File: src/simd_lane_pkg.sv
//////////////////////////////////////////////////
// SIMD lane geometry
// Operand width, lane width selector, lane types
// and the saturation bounds for each lane width
//////////////////////////////////////////////////

package simd_lane_pkg;

  localparam int data_width = 32;
  localparam int lane_count = 4;
  localparam int byte_width = 8;

  typedef enum logic [1:0] {
    w8  = 2'd0,
    w16 = 2'd1,
    w32 = 2'd2
  } lane_width_e;

  typedef logic [data_width-1:0] data_t;
  typedef logic [lane_count-1:0] lane_flags_t;
  typedef logic [lane_count-1:0] lane_ext_t;

  // Saturation bounds
  localparam logic [7:0]  sat_u8_max  = 8'hff;
  localparam logic [7:0]  sat_s8_min  = 8'h80;
  localparam logic [7:0]  sat_s8_max  = 8'h7f;
  localparam logic [15:0] sat_s16_min = 16'h8000;
  localparam logic [15:0] sat_s16_max = 16'h7fff;
  localparam logic [31:0] sat_s32_min = 32'h8000_0000;
  localparam logic [31:0] sat_s32_max = 32'h7fff_ffff;

  // One bit per byte, set where the byte is the top byte of its lane
  function automatic lane_flags_t lane_top_mask(lane_width_e width);
    lane_flags_t mask;
    case (width)
      w8:      mask = 4'b1111;
      w16:     mask = 4'b1010;
      default: mask = 4'b1000;
    endcase
    return mask;
  endfunction

endpackage

File: src/simd_op_pkg.sv
//////////////////////////////////////////////////
// SIMD operation encoding
// Operation codes, result sources, compare kinds
//////////////////////////////////////////////////

package simd_op_pkg;

  typedef enum logic [4:0] {
    // Wrapping
    op_add,
    op_sub,
    // Saturating
    op_kadd,
    op_ksub,
    op_ukadd,
    op_uksub,
    // Halving
    op_radd,
    op_rsub,
    op_uradd,
    op_ursub,
    // Lane compares
    op_cmpeq,
    op_scmplt,
    op_scmple,
    op_ucmplt,
    op_ucmple,
    // Min and max
    op_smin,
    op_smax,
    op_umin,
    op_umax,
    // Bit counts
    op_clz,
    op_clrs
  } simd_op_e;

  typedef enum logic [2:0] {
    rs_sum,
    rs_sat,
    rs_half,
    rs_cmp,
    rs_minmax,
    rs_count
  } res_sel_e;

  typedef enum logic [1:0] {
    ck_eq,
    ck_lt,
    ck_le,
    ck_ge
  } cmp_kind_e;

endpackage

File: src/simd_ctrl_if.sv
//////////////////////////////////////////////////
// Decoded datapath control
//////////////////////////////////////////////////

`timescale 1ns/1ps

interface simd_ctrl_if;

  simd_lane_pkg::lane_width_e lane_width;
  logic                       signed_ops;
  logic                       subtract;
  simd_op_pkg::res_sel_e      res_sel;
  simd_op_pkg::cmp_kind_e     cmp_kind;
  // Redundant-sign count instead of zero count
  logic                       count_sign;

  modport decoder (
    output lane_width, signed_ops, subtract, res_sel, cmp_kind, count_sign
  );

  modport unit (
    input lane_width, signed_ops, subtract, res_sel, cmp_kind, count_sign
  );

endinterface

File: src/simd_alu_top.sv
//////////////////////////////////////////////////
// Packed-SIMD ALU top level
// Decoder, lane units, result select and
// the single output register stage
//////////////////////////////////////////////////

`timescale 1ns/1ps

module simd_alu_top (
  input  logic                       clk_i,
  input  logic                       arst_n_i,
  input  logic                       valid_i,
  input  simd_op_pkg::simd_op_e      op_i,
  input  simd_lane_pkg::lane_width_e width_i,
  input  simd_lane_pkg::data_t       op_a_i,
  input  simd_lane_pkg::data_t       op_b_i,
  output simd_lane_pkg::data_t       result_o,
  output logic                       ovf_o,
  output logic                       valid_o
);

  simd_lane_pkg::data_t       sum, sat, half, mask, minmax, count, result_d;
  simd_lane_pkg::lane_ext_t   sum_ext;
  simd_lane_pkg::lane_flags_t lane_ovf;
  logic                       ovf_d;

  simd_ctrl_if u_ctrl ();

  simd_op_decoder u_decoder (
    .op_i    (op_i),
    .width_i (width_i),
    .ctrl    (u_ctrl.decoder)
  );

  simd_lane_adder u_adder (
    .op_a_i    (op_a_i),
    .op_b_i    (op_b_i),
    .ctrl      (u_ctrl.unit),
    .sum_o     (sum),
    .sum_ext_o (sum_ext)
  );

  simd_sat_round u_sat_round (
    .sum_i      (sum),
    .sum_ext_i  (sum_ext),
    .ctrl       (u_ctrl.unit),
    .sat_o      (sat),
    .half_o     (half),
    .lane_ovf_o (lane_ovf)
  );

  simd_compare u_compare (
    .op_a_i    (op_a_i),
    .op_b_i    (op_b_i),
    .sum_i     (sum),
    .sum_ext_i (sum_ext),
    .ctrl      (u_ctrl.unit),
    .mask_o    (mask),
    .minmax_o  (minmax)
  );

  simd_lead_count u_lead_count (
    .op_a_i  (op_a_i),
    .ctrl    (u_ctrl.unit),
    .count_o (count)
  );

  //////////////////////////////////////////////////
  // Result select
  //////////////////////////////////////////////////
  always_comb begin
    case (u_ctrl.res_sel)
      simd_op_pkg::rs_sat:    result_d = sat;
      simd_op_pkg::rs_half:   result_d = half;
      simd_op_pkg::rs_cmp:    result_d = mask;
      simd_op_pkg::rs_minmax: result_d = minmax;
      simd_op_pkg::rs_count:  result_d = count;
      default:                result_d = sum;
    endcase
  end

  // Overflow only reported by saturating ops
  assign ovf_d = (u_ctrl.res_sel == simd_op_pkg::rs_sat) && (|lane_ovf);

  // Output register, loads on every strobe
  always_ff @(posedge clk_i or negedge arst_n_i) begin
    if (!arst_n_i) begin
      valid_o  <= 1'b0;
      ovf_o    <= 1'b0;
      result_o <= '0;
    end else begin
      valid_o <= valid_i;
      if (valid_i) begin
        ovf_o    <= ovf_d;
        result_o <= result_d;
      end
    end
  end

endmodule

File: src/simd_compare.sv
//////////////////////////////////////////////////
// Lane compare and min/max
// Masks from the a - b difference, min/max pick
//////////////////////////////////////////////////

`timescale 1ns/1ps

module simd_compare (
  input  simd_lane_pkg::data_t     op_a_i,
  input  simd_lane_pkg::data_t     op_b_i,
  input  simd_lane_pkg::data_t     sum_i,
  input  simd_lane_pkg::lane_ext_t sum_ext_i,
  simd_ctrl_if.unit                ctrl,
  output simd_lane_pkg::data_t     mask_o,
  output simd_lane_pkg::data_t     minmax_o
);

  simd_lane_pkg::lane_flags_t byte_zero;
  simd_lane_pkg::lane_flags_t is_eq;
  simd_lane_pkg::lane_flags_t is_lt;
  simd_lane_pkg::lane_flags_t hit;

  always_comb begin
    for (int i = 0; i < simd_lane_pkg::lane_count; i++) begin
      byte_zero[i] = (sum_i[simd_lane_pkg::byte_width*i +: simd_lane_pkg::byte_width] == '0);
    end
  end

  // Spread lane results to every byte of the lane
  always_comb begin
    case (ctrl.lane_width)
      simd_lane_pkg::w8: begin
        is_eq = byte_zero;
        is_lt = sum_ext_i;
      end
      simd_lane_pkg::w16: begin
        is_eq = {{2{&byte_zero[3:2]}}, {2{&byte_zero[1:0]}}};
        is_lt = {{2{sum_ext_i[3]}}, {2{sum_ext_i[1]}}};
      end
      default: begin
        is_eq = {simd_lane_pkg::lane_count{&byte_zero}};
        is_lt = {simd_lane_pkg::lane_count{sum_ext_i[3]}};
      end
    endcase
  end

  always_comb begin
    case (ctrl.cmp_kind)
      simd_op_pkg::ck_lt: hit = is_lt;
      simd_op_pkg::ck_le: hit = is_lt | is_eq;
      simd_op_pkg::ck_ge: hit = ~is_lt;
      default:            hit = is_eq;
    endcase
  end

  always_comb begin
    for (int i = 0; i < simd_lane_pkg::lane_count; i++) begin
      mask_o[8*i +: 8]   = {8{hit[i]}};
      minmax_o[8*i +: 8] = hit[i] ? op_a_i[8*i +: 8] : op_b_i[8*i +: 8];
    end
  end

endmodule

File: src/simd_lane_adder.sv
//////////////////////////////////////////////////
// Lane-split adder
// Byte-sliced add/sub, carries stop at lane tops,
// ninth bit of each top slice is exact sign/carry
//////////////////////////////////////////////////

`timescale 1ns/1ps

module simd_lane_adder (
  input  simd_lane_pkg::data_t     op_a_i,
  input  simd_lane_pkg::data_t     op_b_i,
  simd_ctrl_if.unit                ctrl,
  output simd_lane_pkg::data_t     sum_o,
  output simd_lane_pkg::lane_ext_t sum_ext_o
);

  simd_lane_pkg::lane_flags_t        top;
  simd_lane_pkg::data_t              b_in;
  logic [simd_lane_pkg::byte_width:0] slice [simd_lane_pkg::lane_count];

  assign top = simd_lane_pkg::lane_top_mask(ctrl.lane_width);

  // Subtract runs as a + ~b + 1
  assign b_in = op_b_i ^ {simd_lane_pkg::data_width{ctrl.subtract}};

  //////////////////////////////////////////////////
  // Slice chain
  //////////////////////////////////////////////////
  always_comb begin
    logic a_ext;
    logic b_ext;
    logic cin;

    // Low slice of the lowest lane always takes the subtract carry
    cin = ctrl.subtract;

    for (int i = 0; i < simd_lane_pkg::lane_count; i++) begin
      // Only the top slice of a lane is extended
      a_ext = top[i] & ctrl.signed_ops &
              op_a_i[simd_lane_pkg::byte_width*i + simd_lane_pkg::byte_width-1];

      // Unsigned subtract extends ~b with a one so the ninth bit is a borrow sign
      b_ext = top[i] & (ctrl.signed_ops ?
              b_in[simd_lane_pkg::byte_width*i + simd_lane_pkg::byte_width-1] :
              ctrl.subtract);

      slice[i] = {a_ext, op_a_i[simd_lane_pkg::byte_width*i +: simd_lane_pkg::byte_width]}
               + {b_ext, b_in[simd_lane_pkg::byte_width*i +: simd_lane_pkg::byte_width]}
               + {{simd_lane_pkg::byte_width{1'b0}}, cin};

      // Next slice starts a new lane or continues this one
      cin = top[i] ? ctrl.subtract : slice[i][simd_lane_pkg::byte_width];

      sum_o[simd_lane_pkg::byte_width*i +: simd_lane_pkg::byte_width] =
        slice[i][simd_lane_pkg::byte_width-1:0];
      sum_ext_o[i] = slice[i][simd_lane_pkg::byte_width];
    end
  end

endmodule

File: src/simd_lead_count.sv
//////////////////////////////////////////////////
// Leading zero and leading sign count per lane
//////////////////////////////////////////////////

`timescale 1ns/1ps

module simd_lead_count (
  input  simd_lane_pkg::data_t op_a_i,
  simd_ctrl_if.unit            ctrl,
  output simd_lane_pkg::data_t count_o
);

  simd_lane_pkg::lane_flags_t          top;
  simd_lane_pkg::lane_flags_t          flip;
  logic [simd_lane_pkg::data_width:0]   run;
  simd_lane_pkg::data_t                cnt_bits;
  logic [1:0]                          l1 [16];
  logic [2:0]                          l2 [8];
  logic [3:0]                          l3 [4];
  logic [4:0]                          l4 [2];
  logic [5:0]                          l5;

  assign top = simd_lane_pkg::lane_top_mask(ctrl.lane_width);

  // Sign count looks for a run of copies of the lane sign
  always_comb begin
    logic own_sign;

    own_sign = 1'b0;
    for (int i = simd_lane_pkg::lane_count-1; i >= 0; i--) begin
      if (top[i]) own_sign = op_a_i[simd_lane_pkg::byte_width*i + simd_lane_pkg::byte_width-1];
      flip[i] = ctrl.count_sign & own_sign;
    end
  end

  // Prefix run restarts at each lane top, sign bit itself not counted
  always_comb begin
    logic lane_msb;

    run[simd_lane_pkg::data_width] = 1'b1;
    for (int i = simd_lane_pkg::data_width-1; i >= 0; i--) begin
      lane_msb = (i % simd_lane_pkg::byte_width == simd_lane_pkg::byte_width-1) &&
                 top[i / simd_lane_pkg::byte_width];
      run[i] = ~(op_a_i[i] ^ flip[i / simd_lane_pkg::byte_width]) & (lane_msb | run[i+1]);
      cnt_bits[i] = run[i] & ~(ctrl.count_sign & lane_msb);
    end
  end

  //////////////////////////////////////////////////
  // Adder tree
  //////////////////////////////////////////////////
  always_comb begin
    for (int i = 0; i < 16; i++) l1[i] = {1'b0, cnt_bits[2*i]} + {1'b0, cnt_bits[2*i+1]};
    for (int i = 0; i < 8; i++) l2[i] = {1'b0, l1[2*i]} + {1'b0, l1[2*i+1]};
    // Byte counts
    for (int i = 0; i < 4; i++) l3[i] = {1'b0, l2[2*i]} + {1'b0, l2[2*i+1]};
    // Halfword counts
    for (int i = 0; i < 2; i++) l4[i] = {1'b0, l3[2*i]} + {1'b0, l3[2*i+1]};
    l5 = {1'b0, l4[0]} + {1'b0, l4[1]};
  end

  always_comb begin
    case (ctrl.lane_width)
      simd_lane_pkg::w8:  count_o = {4'h0, l3[3], 4'h0, l3[2], 4'h0, l3[1], 4'h0, l3[0]};
      simd_lane_pkg::w16: count_o = {11'h0, l4[1], 11'h0, l4[0]};
      default:            count_o = {26'h0, l5};
    endcase
  end

endmodule

File: src/simd_op_decoder.sv
//////////////////////////////////////////////////
// SIMD operation decoder
// Maps the operation code to datapath control
//////////////////////////////////////////////////

`timescale 1ns/1ps

module simd_op_decoder (
  input  simd_op_pkg::simd_op_e      op_i,
  input  simd_lane_pkg::lane_width_e width_i,
  simd_ctrl_if.decoder               ctrl
);

  assign ctrl.lane_width = width_i;

  always_comb begin
    ctrl.signed_ops = 1'b0;
    ctrl.subtract   = 1'b0;
    ctrl.res_sel    = simd_op_pkg::rs_sum;
    ctrl.cmp_kind   = simd_op_pkg::ck_eq;
    ctrl.count_sign = 1'b0;

    case (op_i)
      simd_op_pkg::op_add: ctrl.res_sel = simd_op_pkg::rs_sum;
      simd_op_pkg::op_sub: ctrl.subtract = 1'b1;

      simd_op_pkg::op_kadd, simd_op_pkg::op_ksub,
      simd_op_pkg::op_ukadd, simd_op_pkg::op_uksub: begin
        ctrl.res_sel    = simd_op_pkg::rs_sat;
        ctrl.signed_ops = (op_i == simd_op_pkg::op_kadd) || (op_i == simd_op_pkg::op_ksub);
        ctrl.subtract   = (op_i == simd_op_pkg::op_ksub) || (op_i == simd_op_pkg::op_uksub);
      end

      simd_op_pkg::op_radd, simd_op_pkg::op_rsub,
      simd_op_pkg::op_uradd, simd_op_pkg::op_ursub: begin
        ctrl.res_sel    = simd_op_pkg::rs_half;
        ctrl.signed_ops = (op_i == simd_op_pkg::op_radd) || (op_i == simd_op_pkg::op_rsub);
        ctrl.subtract   = (op_i == simd_op_pkg::op_rsub) || (op_i == simd_op_pkg::op_ursub);
      end

      // Compares and min/max all look at a - b
      simd_op_pkg::op_cmpeq: begin
        ctrl.res_sel  = simd_op_pkg::rs_cmp;
        ctrl.subtract = 1'b1;
      end

      simd_op_pkg::op_scmplt, simd_op_pkg::op_scmple,
      simd_op_pkg::op_ucmplt, simd_op_pkg::op_ucmple: begin
        ctrl.res_sel    = simd_op_pkg::rs_cmp;
        ctrl.subtract   = 1'b1;
        ctrl.signed_ops = (op_i == simd_op_pkg::op_scmplt) || (op_i == simd_op_pkg::op_scmple);
        ctrl.cmp_kind   = ((op_i == simd_op_pkg::op_scmplt) || (op_i == simd_op_pkg::op_ucmplt)) ?
                          simd_op_pkg::ck_lt : simd_op_pkg::ck_le;
      end

      simd_op_pkg::op_smin, simd_op_pkg::op_smax,
      simd_op_pkg::op_umin, simd_op_pkg::op_umax: begin
        ctrl.res_sel    = simd_op_pkg::rs_minmax;
        ctrl.subtract   = 1'b1;
        ctrl.signed_ops = (op_i == simd_op_pkg::op_smin) || (op_i == simd_op_pkg::op_smax);
        // a is kept where a < b for min, where a >= b for max
        ctrl.cmp_kind   = ((op_i == simd_op_pkg::op_smin) || (op_i == simd_op_pkg::op_umin)) ?
                          simd_op_pkg::ck_lt : simd_op_pkg::ck_ge;
      end

      simd_op_pkg::op_clz: ctrl.res_sel = simd_op_pkg::rs_count;

      simd_op_pkg::op_clrs: begin
        ctrl.res_sel    = simd_op_pkg::rs_count;
        ctrl.count_sign = 1'b1;
      end

      default: ctrl.res_sel = simd_op_pkg::rs_sum;
    endcase
  end

endmodule

File: src/simd_sat_round.sv
//////////////////////////////////////////////////
// Saturating and halving results
// Clamps overflowing lanes, halves exact results
//////////////////////////////////////////////////

`timescale 1ns/1ps

module simd_sat_round (
  input  simd_lane_pkg::data_t       sum_i,
  input  simd_lane_pkg::lane_ext_t   sum_ext_i,
  simd_ctrl_if.unit                  ctrl,
  output simd_lane_pkg::data_t       sat_o,
  output simd_lane_pkg::data_t       half_o,
  output simd_lane_pkg::lane_flags_t lane_ovf_o
);

  simd_lane_pkg::lane_flags_t top;
  simd_lane_pkg::lane_flags_t byte_ovf;
  simd_lane_pkg::data_t       s_bound;
  logic [7:0]                 u_bound;

  assign top = simd_lane_pkg::lane_top_mask(ctrl.lane_width);

  // Carry clamps to all ones, borrow clamps to zero
  assign u_bound = ctrl.subtract ? 8'h00 : simd_lane_pkg::sat_u8_max;

  //////////////////////////////////////////////////
  // Overflow detection
  //////////////////////////////////////////////////
  always_comb begin
    logic own_ovf;

    own_ovf = 1'b0;
    // Walk down from the top byte so each byte inherits its lane's flag
    for (int i = simd_lane_pkg::lane_count-1; i >= 0; i--) begin
      if (top[i]) begin
        own_ovf = ctrl.signed_ops ?
                  (sum_ext_i[i] ^ sum_i[simd_lane_pkg::byte_width*i + simd_lane_pkg::byte_width-1]) :
                  sum_ext_i[i];
      end
      byte_ovf[i] = own_ovf;
    end
  end

  assign lane_ovf_o = byte_ovf & top;

  // Signed clamp value, side picked by the exact sign
  always_comb begin
    case (ctrl.lane_width)
      simd_lane_pkg::w8: begin
        for (int i = 0; i < simd_lane_pkg::lane_count; i++) begin
          s_bound[8*i +: 8] = sum_ext_i[i] ? simd_lane_pkg::sat_s8_min : simd_lane_pkg::sat_s8_max;
        end
      end
      simd_lane_pkg::w16: begin
        for (int h = 0; h < 2; h++) begin
          s_bound[16*h +: 16] = sum_ext_i[2*h+1] ? simd_lane_pkg::sat_s16_min :
                                                   simd_lane_pkg::sat_s16_max;
        end
      end
      default: s_bound = sum_ext_i[3] ? simd_lane_pkg::sat_s32_min : simd_lane_pkg::sat_s32_max;
    endcase
  end

  always_comb begin
    for (int i = 0; i < simd_lane_pkg::lane_count; i++) begin
      if (byte_ovf[i]) begin
        sat_o[8*i +: 8] = ctrl.signed_ops ? s_bound[8*i +: 8] : u_bound;
      end else begin
        sat_o[8*i +: 8] = sum_i[8*i +: 8];
      end
    end
  end

  //////////////////////////////////////////////////
  // Halving
  //////////////////////////////////////////////////
  always_comb begin
    half_o = {sum_ext_i[simd_lane_pkg::lane_count-1], sum_i[simd_lane_pkg::data_width-1:1]};
    // Lane tops take their own ninth bit instead of the neighbour's low bit
    for (int i = 0; i < simd_lane_pkg::lane_count-1; i++) begin
      if (top[i]) half_o[simd_lane_pkg::byte_width*i + simd_lane_pkg::byte_width-1] = sum_ext_i[i];
    end
  end

endmodule

File: config.mk
export PLATFORM = sky130hd
export DESIGN_NAME = simd_alu_top
export DESIGN_NICKNAME = d
export VERILOG_FILES = /design/src/simd_lane_pkg.sv /design/src/simd_op_pkg.sv /design/src/simd_ctrl_if.sv /design/src/simd_alu_top.sv /design/src/simd_compare.sv /design/src/simd_lane_adder.sv /design/src/simd_lead_count.sv /design/src/simd_op_decoder.sv /design/src/simd_sat_round.sv
export SDC_FILE = /design/constraint.sdc
export NUM_CORES = 1
export LEC_CHECK = 0
export BUFFER_PORTS_ARGS = -buffer_cell sky130_fd_sc_hd__buf_4
export CAP_MARGIN = 20
export CELL_PAD_IN_SITES_DETAIL_PLACEMENT = 0
export CELL_PAD_IN_SITES_GLOBAL_PLACEMENT = 1
export CORE_MARGIN = 4
export CORE_UTILIZATION = 45
export CTS_CLUSTER_SIZE = 25
export DETAILED_ROUTE_END_ITERATION = 16
export PLACE_DENSITY = 0.84
export SYNTH_ARGS = -nofsm -noshare
export SYNTH_HDL_FRONTEND = slang
export SYNTH_SLANG_ARGS = --single-unit
File: constraint.sdc
create_clock -name clk_i -period 1.6 [get_ports clk_i]
set_input_delay 0.16 -clock clk_i [delete_from_list [all_inputs] [get_ports clk_i]]
set_output_delay 0.16 -clock clk_i [all_outputs]
set_load 0.01 [all_outputs]
==> results of run 1 <==
-- worst max-delay path by stage --
stage	endpoint	slack [ns]
final	result_o[7]	-6.38
after global routing	result_o[6]	-6.66
after CTS	result_o[5]	-6.29
after detailed placement	result_o[10]	-6.89
after global placement	result_o[11]	-6.63
after floorplan	result_o[4]	-6.63
-- routing by layer --
metal,track usage [%],vias up,share of wire (%)
li1,-,4431,-
met1,44.1,4538,43
met2,52.4,439,46
met5,0,-,0
met4,8.06,0,2.9
met3,5.63,83,8.4
-- registers in the layout, summed over array words and instances (netlist names) --
signal and count:
result_o 32, ovf_o 1, valid_o 1
-- power by group through the flow --
stage | registers (W) | clock network [W] | logic, W
6_report | 0.00120 | 0.00118 | 0.00709
5_1_grt | 0.00122 | 0.00123 | 0.00758
4_1_cts | 0.00119 | 0.00119 | 0.00670
3_5_place_dp | 0.00121 | 0 | 0.00635
3_3_place_gp | 0.00120 | 0 | 0.00624
2_1_floorplan | 0.00127 | 0 | 0.00317
-- cell families (layout without fill, tap and decap cells) --
| family | count (synthesis) | after routing | share of synthesized area [%] |
|---|---|---|---|
| flip-flops | 34 | 34 | 11.6 |
| buffers and inverters | 79 | 494 | 4.32 |
| AND/OR/NAND/NOR | 329 | 330 | 21.8 |
| multiplexers | 49 | 49 | 7.05 |
| AO/OA/AOI/OAI | 310 | 310 | 28.5 |
| XOR/XNOR | 93 | 93 | 11.1 |
| adder cells (fa/ha/maj) | 79 | 79 | 15.7 |
-- synthesized netlist by cell type (5+ instances only) --
master,instances,area [um2]
sky130_fd_sc_hd__a211oi_1,14,105
sky130_fd_sc_hd__a21o_1,18,135
sky130_fd_sc_hd__a21oi_1,69,345
sky130_fd_sc_hd__a221oi_1,13,114
sky130_fd_sc_hd__a22oi_1,8,60.1
sky130_fd_sc_hd__a31oi_1,39,244
sky130_fd_sc_hd__and2_1,13,81.3
sky130_fd_sc_hd__and3_1,6,37.5
sky130_fd_sc_hd__buf_2,5,25.0
sky130_fd_sc_hd__clkbuf_1,38,143
sky130_fd_sc_hd__dfrtp_1,34,851
sky130_fd_sc_hd__fa_1,22,440
sky130_fd_sc_hd__ha_1,57,713
sky130_fd_sc_hd__inv_1,29,109
sky130_fd_sc_hd__mux2_2,15,169
sky130_fd_sc_hd__mux2i_1,30,300
sky130_fd_sc_hd__nand2_1,79,297
sky130_fd_sc_hd__nand2b_1,15,93.8
sky130_fd_sc_hd__nand3_1,25,125
sky130_fd_sc_hd__nand4_1,5,31.3
sky130_fd_sc_hd__nor2_1,104,390
sky130_fd_sc_hd__nor2b_1,18,113
sky130_fd_sc_hd__nor3_1,19,95.1
sky130_fd_sc_hd__nor4_1,5,31.3
sky130_fd_sc_hd__o211a_1,8,80.1
sky130_fd_sc_hd__o211ai_1,13,97.6
sky130_fd_sc_hd__o21a_1,9,67.6
sky130_fd_sc_hd__o21ai_0,44,220
sky130_fd_sc_hd__o21ai_1,7,35.0
sky130_fd_sc_hd__o22ai_1,17,106
sky130_fd_sc_hd__or3_1,12,75.1
sky130_fd_sc_hd__xnor2_1,66,578
sky130_fd_sc_hd__xor2_1,27,236
-- through the flow --
| stage | TNS [ns] | power [W] | worst slack, ns | instance area [um2] | util [%] |
|---|---|---|---|---|---|
| global route | -216.00 | 0.0100 | -6.66 | 11700 | 73.7 |
| CTS | -202.17 | 0.00908 | -6.29 | 11500 | 72.3 |
| detailed placement | -223.67 | 0.00755 | -6.89 | 11000 | 69.1 |
| finish | -206.36 | 0.00947 | -6.38 | 11700 | 73.7 |
| floorplan | -209.82 | 0.00444 | -6.63 | 7620 | - |
| global placement | -216.04 | 0.00744 | -6.63 | 11000 | 69.1 |
-- worst max-delay path: cells and delay by family --
family / cells / cell delay [ns]
adder cells (fa/ha/maj): 7 / 2.39
multiplexers: 1 / 0.23
buffers and inverters: 5 / 0.52
AO/OA/AOI/OAI: 16 / 2.77
AND/OR/NAND/NOR: 9 / 1.69
XOR/XNOR: 3 / 0.42
-- final cells by class --
class	instances	share of cell area, %
inverter	30	0.959
tap	216	2.30
sequential	34	7.24
timing repair buffer	456	30.4
clock buffer	8	1.42
multi-input combinational	861	57.7
-- timing repair --
action	CTS	global route
hold buffers	1	0
pin swaps	36	22
setup buffers	11	6
gates cloned	1	0
endpoints found under the setup margin	33	33
gates resized for setup	52	27
hold endpoints to repair	34	0
==> parameters.txt, run 1 <==
Parameter                              Value

STA
  Post-route setup slack    -6.38 ns
  Worst Hold Margin    0.204 ns
  Final worst path period share    499%
  Slew HR    59.1%
  Fin Clk Skew    0 ns
  Count of final hold-check violations    0
  Setup Viol. Count Final    33
  Unrepaired setup endpoints after global routing    true
  Clock period minus final worst setup slack    7.98 ns
  Highest Clock Rate    125 MHz
  Final Max Slew Viols    0
  Worst slew pin tran    0.614 ns

Yosys
  Total of flip-flops plus latches after synthesis    34
  Synth Instances    973
  Share of the yosys chip area belonging to registers    11.6%
  Syn. warnings    0
  Post-Syn Nets    1126
  Async set-reset flop share out of synthesis    100%
  Flip-flop cell with the highest count after synthesis    sky130_fd_sc_hd__dfrtp_1
  Number of enable-type register cells in the synthesized netlist    0
  Number of distinct standard cells referenced by the synthesized netlist    85
  Average cell area after synthesis    7.56 um2
  Mapped Area    7350 um2

Clock tree
  Clock tree from TritonCTS    yes
  Number of CTS-inserted buffers    5
  Clock sinks    34
  Root buffer cell    sky130_fd_sc_hd__clkbuf_16
  Clock latency of the later-clocked register in the worst-skew pair    0.30 ns
  Clock-pin slew of the registers on the worst-case setup and hold paths    0.07 ns
  Htree depth    2
  Buffer levels on the longest clock path    2

Pwr
  Net switching share of the total power    43.1%
  Combinational group share of total power    74.8%
  Internal Pwr Total    0.00539 W
  Sequential group share of total power    12.7%
  Pwr Density    806 nW/um2
  Fraction of power consumed by the clock network    12.5%
  Net load switching power    0.00408 W
  Static leakage    5.54 nW
  Max VDD drop    499 uV

Final layout
  Area growth from synthesis to layout    59.8%
  Multi-input gate area    6770 um2
  Commonest non-fill, non-tap cell in the layout    sky130_fd_sc_hd__buf_4
  Highest-count cells in the layout ignoring fill and taps    sky130_fd_sc_hd__buf_4 (435), sky130_fd_sc_hd__nor2_1 (100), sky130_fd_sc_hd__nand2_1 (79), sky130_fd_sc_hd__xnor2_1 (61), sky130_fd_sc_hd__a21oi_1 (60)
  Nets@finish    1541
  Fraction of layout cells with a size suffix above 1    42.0%
  Fillers    1294
  Antenna diode instance count    0
  Final cell count without fillers    1605
  Area taken by flip-flops and latches    851 um2

GRT
  Global-route usage over all layers    32.1%
  Total congestion overflow after global routing    0
  Vias in the first global route    9008
  Largest net degree at the start of global routing    38
  Antenna violations before repair    1
  Wire length of the first global-routing pass    47100 um

Critical path
  Most common cell on crit path    sky130_fd_sc_hd__fa_2
  Endpoint class of the critical path    register
  Worst reg2reg path depth    2
  Setup slack of the worst register-to-register path    0.71 ns
  Destination of the worst register-to-register timing path    result_o[15]
  Kind of critical path    in2reg
  Slowest cell on the critical path    sky130_fd_sc_hd__or4b_4
  Worst-path fanout max    8
  Worst flop-to-flop path startpoint    result_o[15]
  Crit start category    input port
  Required time worst endpoint    1.84 ns
  Origin of the worst setup path    op_i[1]
  Worst stage delay on the critical path    0.57 ns
  Data arrival time of the worst path    8.22 ns

Route
  DR WL/cell    19.1 um
  Number of remaining DRC errors    0
  Total number of vias    9491
  Total length of routed wires    30600 um
  Post-route ant nets    0
  First drt pass iteration count    6
  Via-per-instance ratio    5.91
  Initial DRC Count    936

Run status
  Failing checks    negative setup slack
  Run status    finished with violations

Hold path
  Worst Hold End    result_o[19]
  Class of the tightest hold or removal check    in2reg
  Worst hold path depth    3
  Critical hold path startpoint    op_b_i[19]

Place
  Detailed Place HPWL    23600 um
  Count of placed standard cells including taps    1579
  Port bufs    107
  GP Congestion    0.969

Floorplanning
  Starting density of the core    46.1%
  Die area    18400 um2
  Y dimension of the die    136 um
  Std cell rows    46
  Die width    136 um
  Top-level I/O count    108
  Core outline area    15900 um2

Run
  Max capacitance violation total    0
Power figures use the tool's default switching activity.
==> run 2, diff against run 1 <==
--- a/config.mk
+++ b/config.mk
@@ -5,15 +5,16 @@
 export SDC_FILE = /design/constraint.sdc
 export NUM_CORES = 1
 export LEC_CHECK = 0
+export ABC_AREA = 1
 export BUFFER_PORTS_ARGS = -buffer_cell sky130_fd_sc_hd__buf_4
 export CAP_MARGIN = 20
 export CELL_PAD_IN_SITES_DETAIL_PLACEMENT = 0
 export CELL_PAD_IN_SITES_GLOBAL_PLACEMENT = 1
 export CORE_MARGIN = 4
-export CORE_UTILIZATION = 45
+export CORE_UTILIZATION = 44
 export CTS_CLUSTER_SIZE = 25
 export DETAILED_ROUTE_END_ITERATION = 16
-export PLACE_DENSITY = 0.84
+export PLACE_DENSITY = 0.87
 export SYNTH_ARGS = -nofsm -noshare
 export SYNTH_HDL_FRONTEND = slang
 export SYNTH_SLANG_ARGS = --single-unit
==> run 2 against run 1 <==
Largest cell class unchanged. Clock skew is the same. Area after synthesis grew 4.5%. Highest routed layer unchanged. Critical endpoint is now result_o[30]. Largest power group unchanged. Critical path type unchanged. Synthesized cell count grew 35%. The flow still finishes with violations (negative setup slack).
==> parameters.txt, run 2 <==
Parameter                              Value

Clock tree
  Htree depth    2 (unchanged)
  Clock tree from TritonCTS    yes
  Clock latency of the later-clocked register in the worst-skew pair    0.29 ns (about the same)
  Root buffer cell    sky130_fd_sc_hd__clkbuf_16
  Clock-pin slew of the registers on the worst-case setup and hold paths    0.07 ns (about the same)
  Clock sinks    34 (unchanged)
  Buffer levels on the longest clock path    2 (unchanged)
  Number of CTS-inserted buffers    5 (unchanged)

Place
  GP Congestion    1.01 (+4.5%)
  Worst slack after detailed placement    -6.65 ns (+0.233 ns)
  Cell Area, Placed    11500 um2 (+4.0%)
  Detailed Place HPWL    24300 um (+2.9%)
  Port bufs    107 (unchanged)
  Count of placed standard cells including taps    1962 (+24%)

STA
  Final Max Slew Viols    0 (unchanged)
  Clock period minus final worst setup slack    7.94 ns (-0.0424 ns)
  Count of final hold-check violations    0 (unchanged)
  Unrepaired setup endpoints after global routing    true
  Post-route setup slack    -6.34 ns (+0.0424 ns)
  Highest Clock Rate    126 MHz (+0.53%)
  Setup Viol. Count Final    33 (unchanged)
  Final worst path period share    496% (-2.7 points)
  Slew HR    61.8% (+2.8 points)
  Worst slew pin tran    0.573 ns (-0.0413 ns)
  Fin Clk Skew    0 ns (unchanged)

Pwr
  Pwr Density    792 nW/um2 (-1.7%)
  Static leakage    7.24 nW (+31%)
  Overall power consumption    0.0102 W (+8.2%)
  Max VDD drop    492 uV (-1.4%)

Yosys
  Most numerous cell in the Yosys netlist    sky130_fd_sc_hd__nand2_1
  Number of enable-type register cells in the synthesized netlist    0 (unchanged)
  Number of distinct standard cells referenced by the synthesized netlist    47 (-45%)
  Syn. warnings    0 (unchanged)
  Top cell type by total area after synthesis    sky130_fd_sc_hd__nand2_1
  Top cell type's share of synthesized area    19.8% (+8.3 points)
  Average cell area after synthesis    5.86 um2 (-22%)
  Share of the yosys chip area belonging to registers    11.1% (-0.50 points)
  Most numerous cell types in the synthesized netlist    sky130_fd_sc_hd__nand2_1 (406), sky130_fd_sc_hd__inv_1 (172), sky130_fd_sc_hd__nand3_1 (145)
  Total of flip-flops plus latches after synthesis    34 (unchanged)
  Mapped Area    7690 um2 (+4.5%)
  Async set-reset flop share out of synthesis    100% (unchanged)
  Ranking of synthesized cells by area    sky130_fd_sc_hd__nand2_1 (20%), sky130_fd_sc_hd__dfrtp_1 (11%), sky130_fd_sc_hd__nand3_1 (9.4%)
  Synth Instances    1312 (+35%)
  Flip-flop cell with the highest count after synthesis    sky130_fd_sc_hd__dfrtp_1
  Post-Syn Nets    1465 (+30%)

Critical path
  Required time worst endpoint    1.80 ns (-0.04 ns)
  Crit start category    input port
  Endpoint class of the critical path    register
  Data arrival time of the worst path    8.13 ns (-0.09 ns)
  Most common cell on crit path    sky130_fd_sc_hd__buf_4
  Slowest cell on the critical path    sky130_fd_sc_hd__fa_2
  Worst-path fanout max    5 (-3)
  Worst stage delay on the critical path    0.39 ns (-0.18 ns)
  Kind of critical path    in2reg

GRT
  Largest net degree at the start of global routing    35 (-7.9%)
  Vias in the first global route    10600 (+18%)
  Global-route usage over all layers    31.9% (-0.22 points)
  Wire length of the first global-routing pass    51300 um (+8.9%)
  Antenna violations before repair    1 (unchanged)
  Total congestion overflow after global routing    0 (unchanged)

Floorplanning
  Top-level I/O count    108 (unchanged)
  Starting density of the core    44.6% (-1.5 points)
  Core outline area    17200 um2 (+8.1%)
  Y dimension of the die    140 um (+3.2%)
  Die width    140 um (+3.2%)
  Die area    19600 um2 (+6.5%)
  Std cell rows    48 (+4.3%)

Final layout
  Largest registers ranked by flip-flop count    result_o: 32 flops, ovf_o: 1 flops, valid_o: 1 flops
  Final cell count without fillers    2033 (+27%)
  Area growth from synthesis to layout    68.3%
  Flip-flop count of the largest register after layout    32 (unchanged)
  Final standard cell utilization of the core    75.0% (+1.4 points)
  Fraction of layout cells with a size suffix above 1    41.3% (-0.71 points)
  Commonest non-fill, non-tap cell in the layout    sky130_fd_sc_hd__buf_4
  Largest reg by FF count    result_o
  Nets@finish    1959 (+27%)
  Highest-count cells in the layout ignoring fill and taps    sky130_fd_sc_hd__buf_4 (489), sky130_fd_sc_hd__nand2_1 (360), sky130_fd_sc_hd__inv_1 (157), sky130_fd_sc_hd__nand3_1 (104), sky130_fd_sc_hd__a21oi_1 (68)
  Fin area    12900 um2 (+10%)

Route
  Number of remaining DRC errors    0 (unchanged)
  Post-route ant nets    0 (unchanged)
  Total length of routed wires    33100 um (+8.4%)
  Initial DRC Count    752 (-20%)
  DR WL/cell    16.3 um (-14%)
  First drt pass iteration count    8 (+2)
  Total number of vias    11000 (+15%)
  Via-per-instance ratio    5.39 (-8.8%)

Run
  Max capacitance violation total    0 (unchanged)

Hold path
  Class of the tightest hold or removal check    in2reg

Run status
  Run status    finished with violations
  Failing checks    negative setup slack
[run 2: changes by cell type after synthesis, moves of 24 or more]
cell,change
sky130_fd_sc_hd__a31oi_1,-36
sky130_fd_sc_hd__inv_1,+143
sky130_fd_sc_hd__mux2i_1,-30
sky130_fd_sc_hd__nand2_1,+327
sky130_fd_sc_hd__nand3_1,+120
sky130_fd_sc_hd__nand4_1,+24
sky130_fd_sc_hd__xnor2_1,-58
[run 2: final cells by class]
cell class                      count  area, um2
Timing Repair Buffer              513       3970
Clock inverter                      1       5.00
Antenna cell                        1       2.50
Fill cell                        1398       4300
Tap cell                          225        282
Sequential cell                    34        851
Multi-Input combinational cell   1068       6960
Inverter                          184        718
Clock buffer                        7        143
[run 2: per-stage QoR]
step | hold WS, ns | setup TNS (ns)
final | 0.0417 | -206.65
after global routing | 0.0344 | -217.32
after CTS | 0.0299 | -191.68
after detailed placement | 0.176 | -216.47
after global placement | 0.169 | -212.69
after floorplan | -0.136 | -199.06
[run 2: critical path: cells and delay by family]
family,cells,cell delay (ns)
adder cells (fa/ha/maj),3,0.92
AND/OR/NAND/NOR,26,2.51
AO/OA/AOI/OAI,3,0.36
buffers and inverters,37,4.14
[run 2: power breakdown]
part	internal, W	switching [W]
Clock	0.000620	0.000437
Combinational	0.00377	0.00419
Sequential	0.00109	0.000146
Total	0.00548	0.00477
[run 2: cell families (layout without fill, tap and decap cells)]
kind of cell             after synthesis  count (layout)  synth area share (%)
AND/OR/NAND/NOR                      732             734                  42.3
buffers and inverters                212             705                  10.5
AO/OA/AOI/OAI                        197             197                  14.5
adder cells (fa/ha/maj)               79              79                  15.0
XOR/XNOR                              56              56                  6.38
flip-flops                            34              34                  11.1
multiplexers                           2               2                 0.293
other                                  0               1                     0
[run 2: metal layers]
layer | up-vias | global-route usage (%) | part of all wire, % | wire length, um
met5 | - | 0 | 0 | 0
met4 | 0 | 14.3 | 5.0 | 1670
met3 | 156 | 4.17 | 7.8 | 2600
met2 | 505 | 55.0 | 48 | 15800
met1 | 5028 | 39.6 | 39 | 13100
li1 | 5272 | - | - | -
[run 2: repair_timing]
| action | 4_1_cts | 5_1_grt |
|---|---|---|
| resized for setup | 141 | 98 |
| hold buffers | 1 | 0 |
| endpoints found under the setup margin | 33 | 33 |
| buffers inserted | 40 | 18 |
| gates cloned | 3 | 0 |
| hold endpoints to repair | 34 | 0 |
| pin swaps | 68 | 83 |
[run 2: worst paths after layout]
check	endpoint	start	slack [ns]	cells after the start
worst max-delay path	result_o[30]	op_i[3]	-6.34	69
worst min-delay path	valid_o	valid_i	0.04	1
worst max register to register	result_o[24]	result_o[24]	0.93	2
worst min register to register	result_o[15]	result_o[15]	0.47	2
max in group asynchronous	result_o[23]	arst_n_i	0.82	2
min in group asynchronous	result_o[29]	arst_n_i	0.39	2
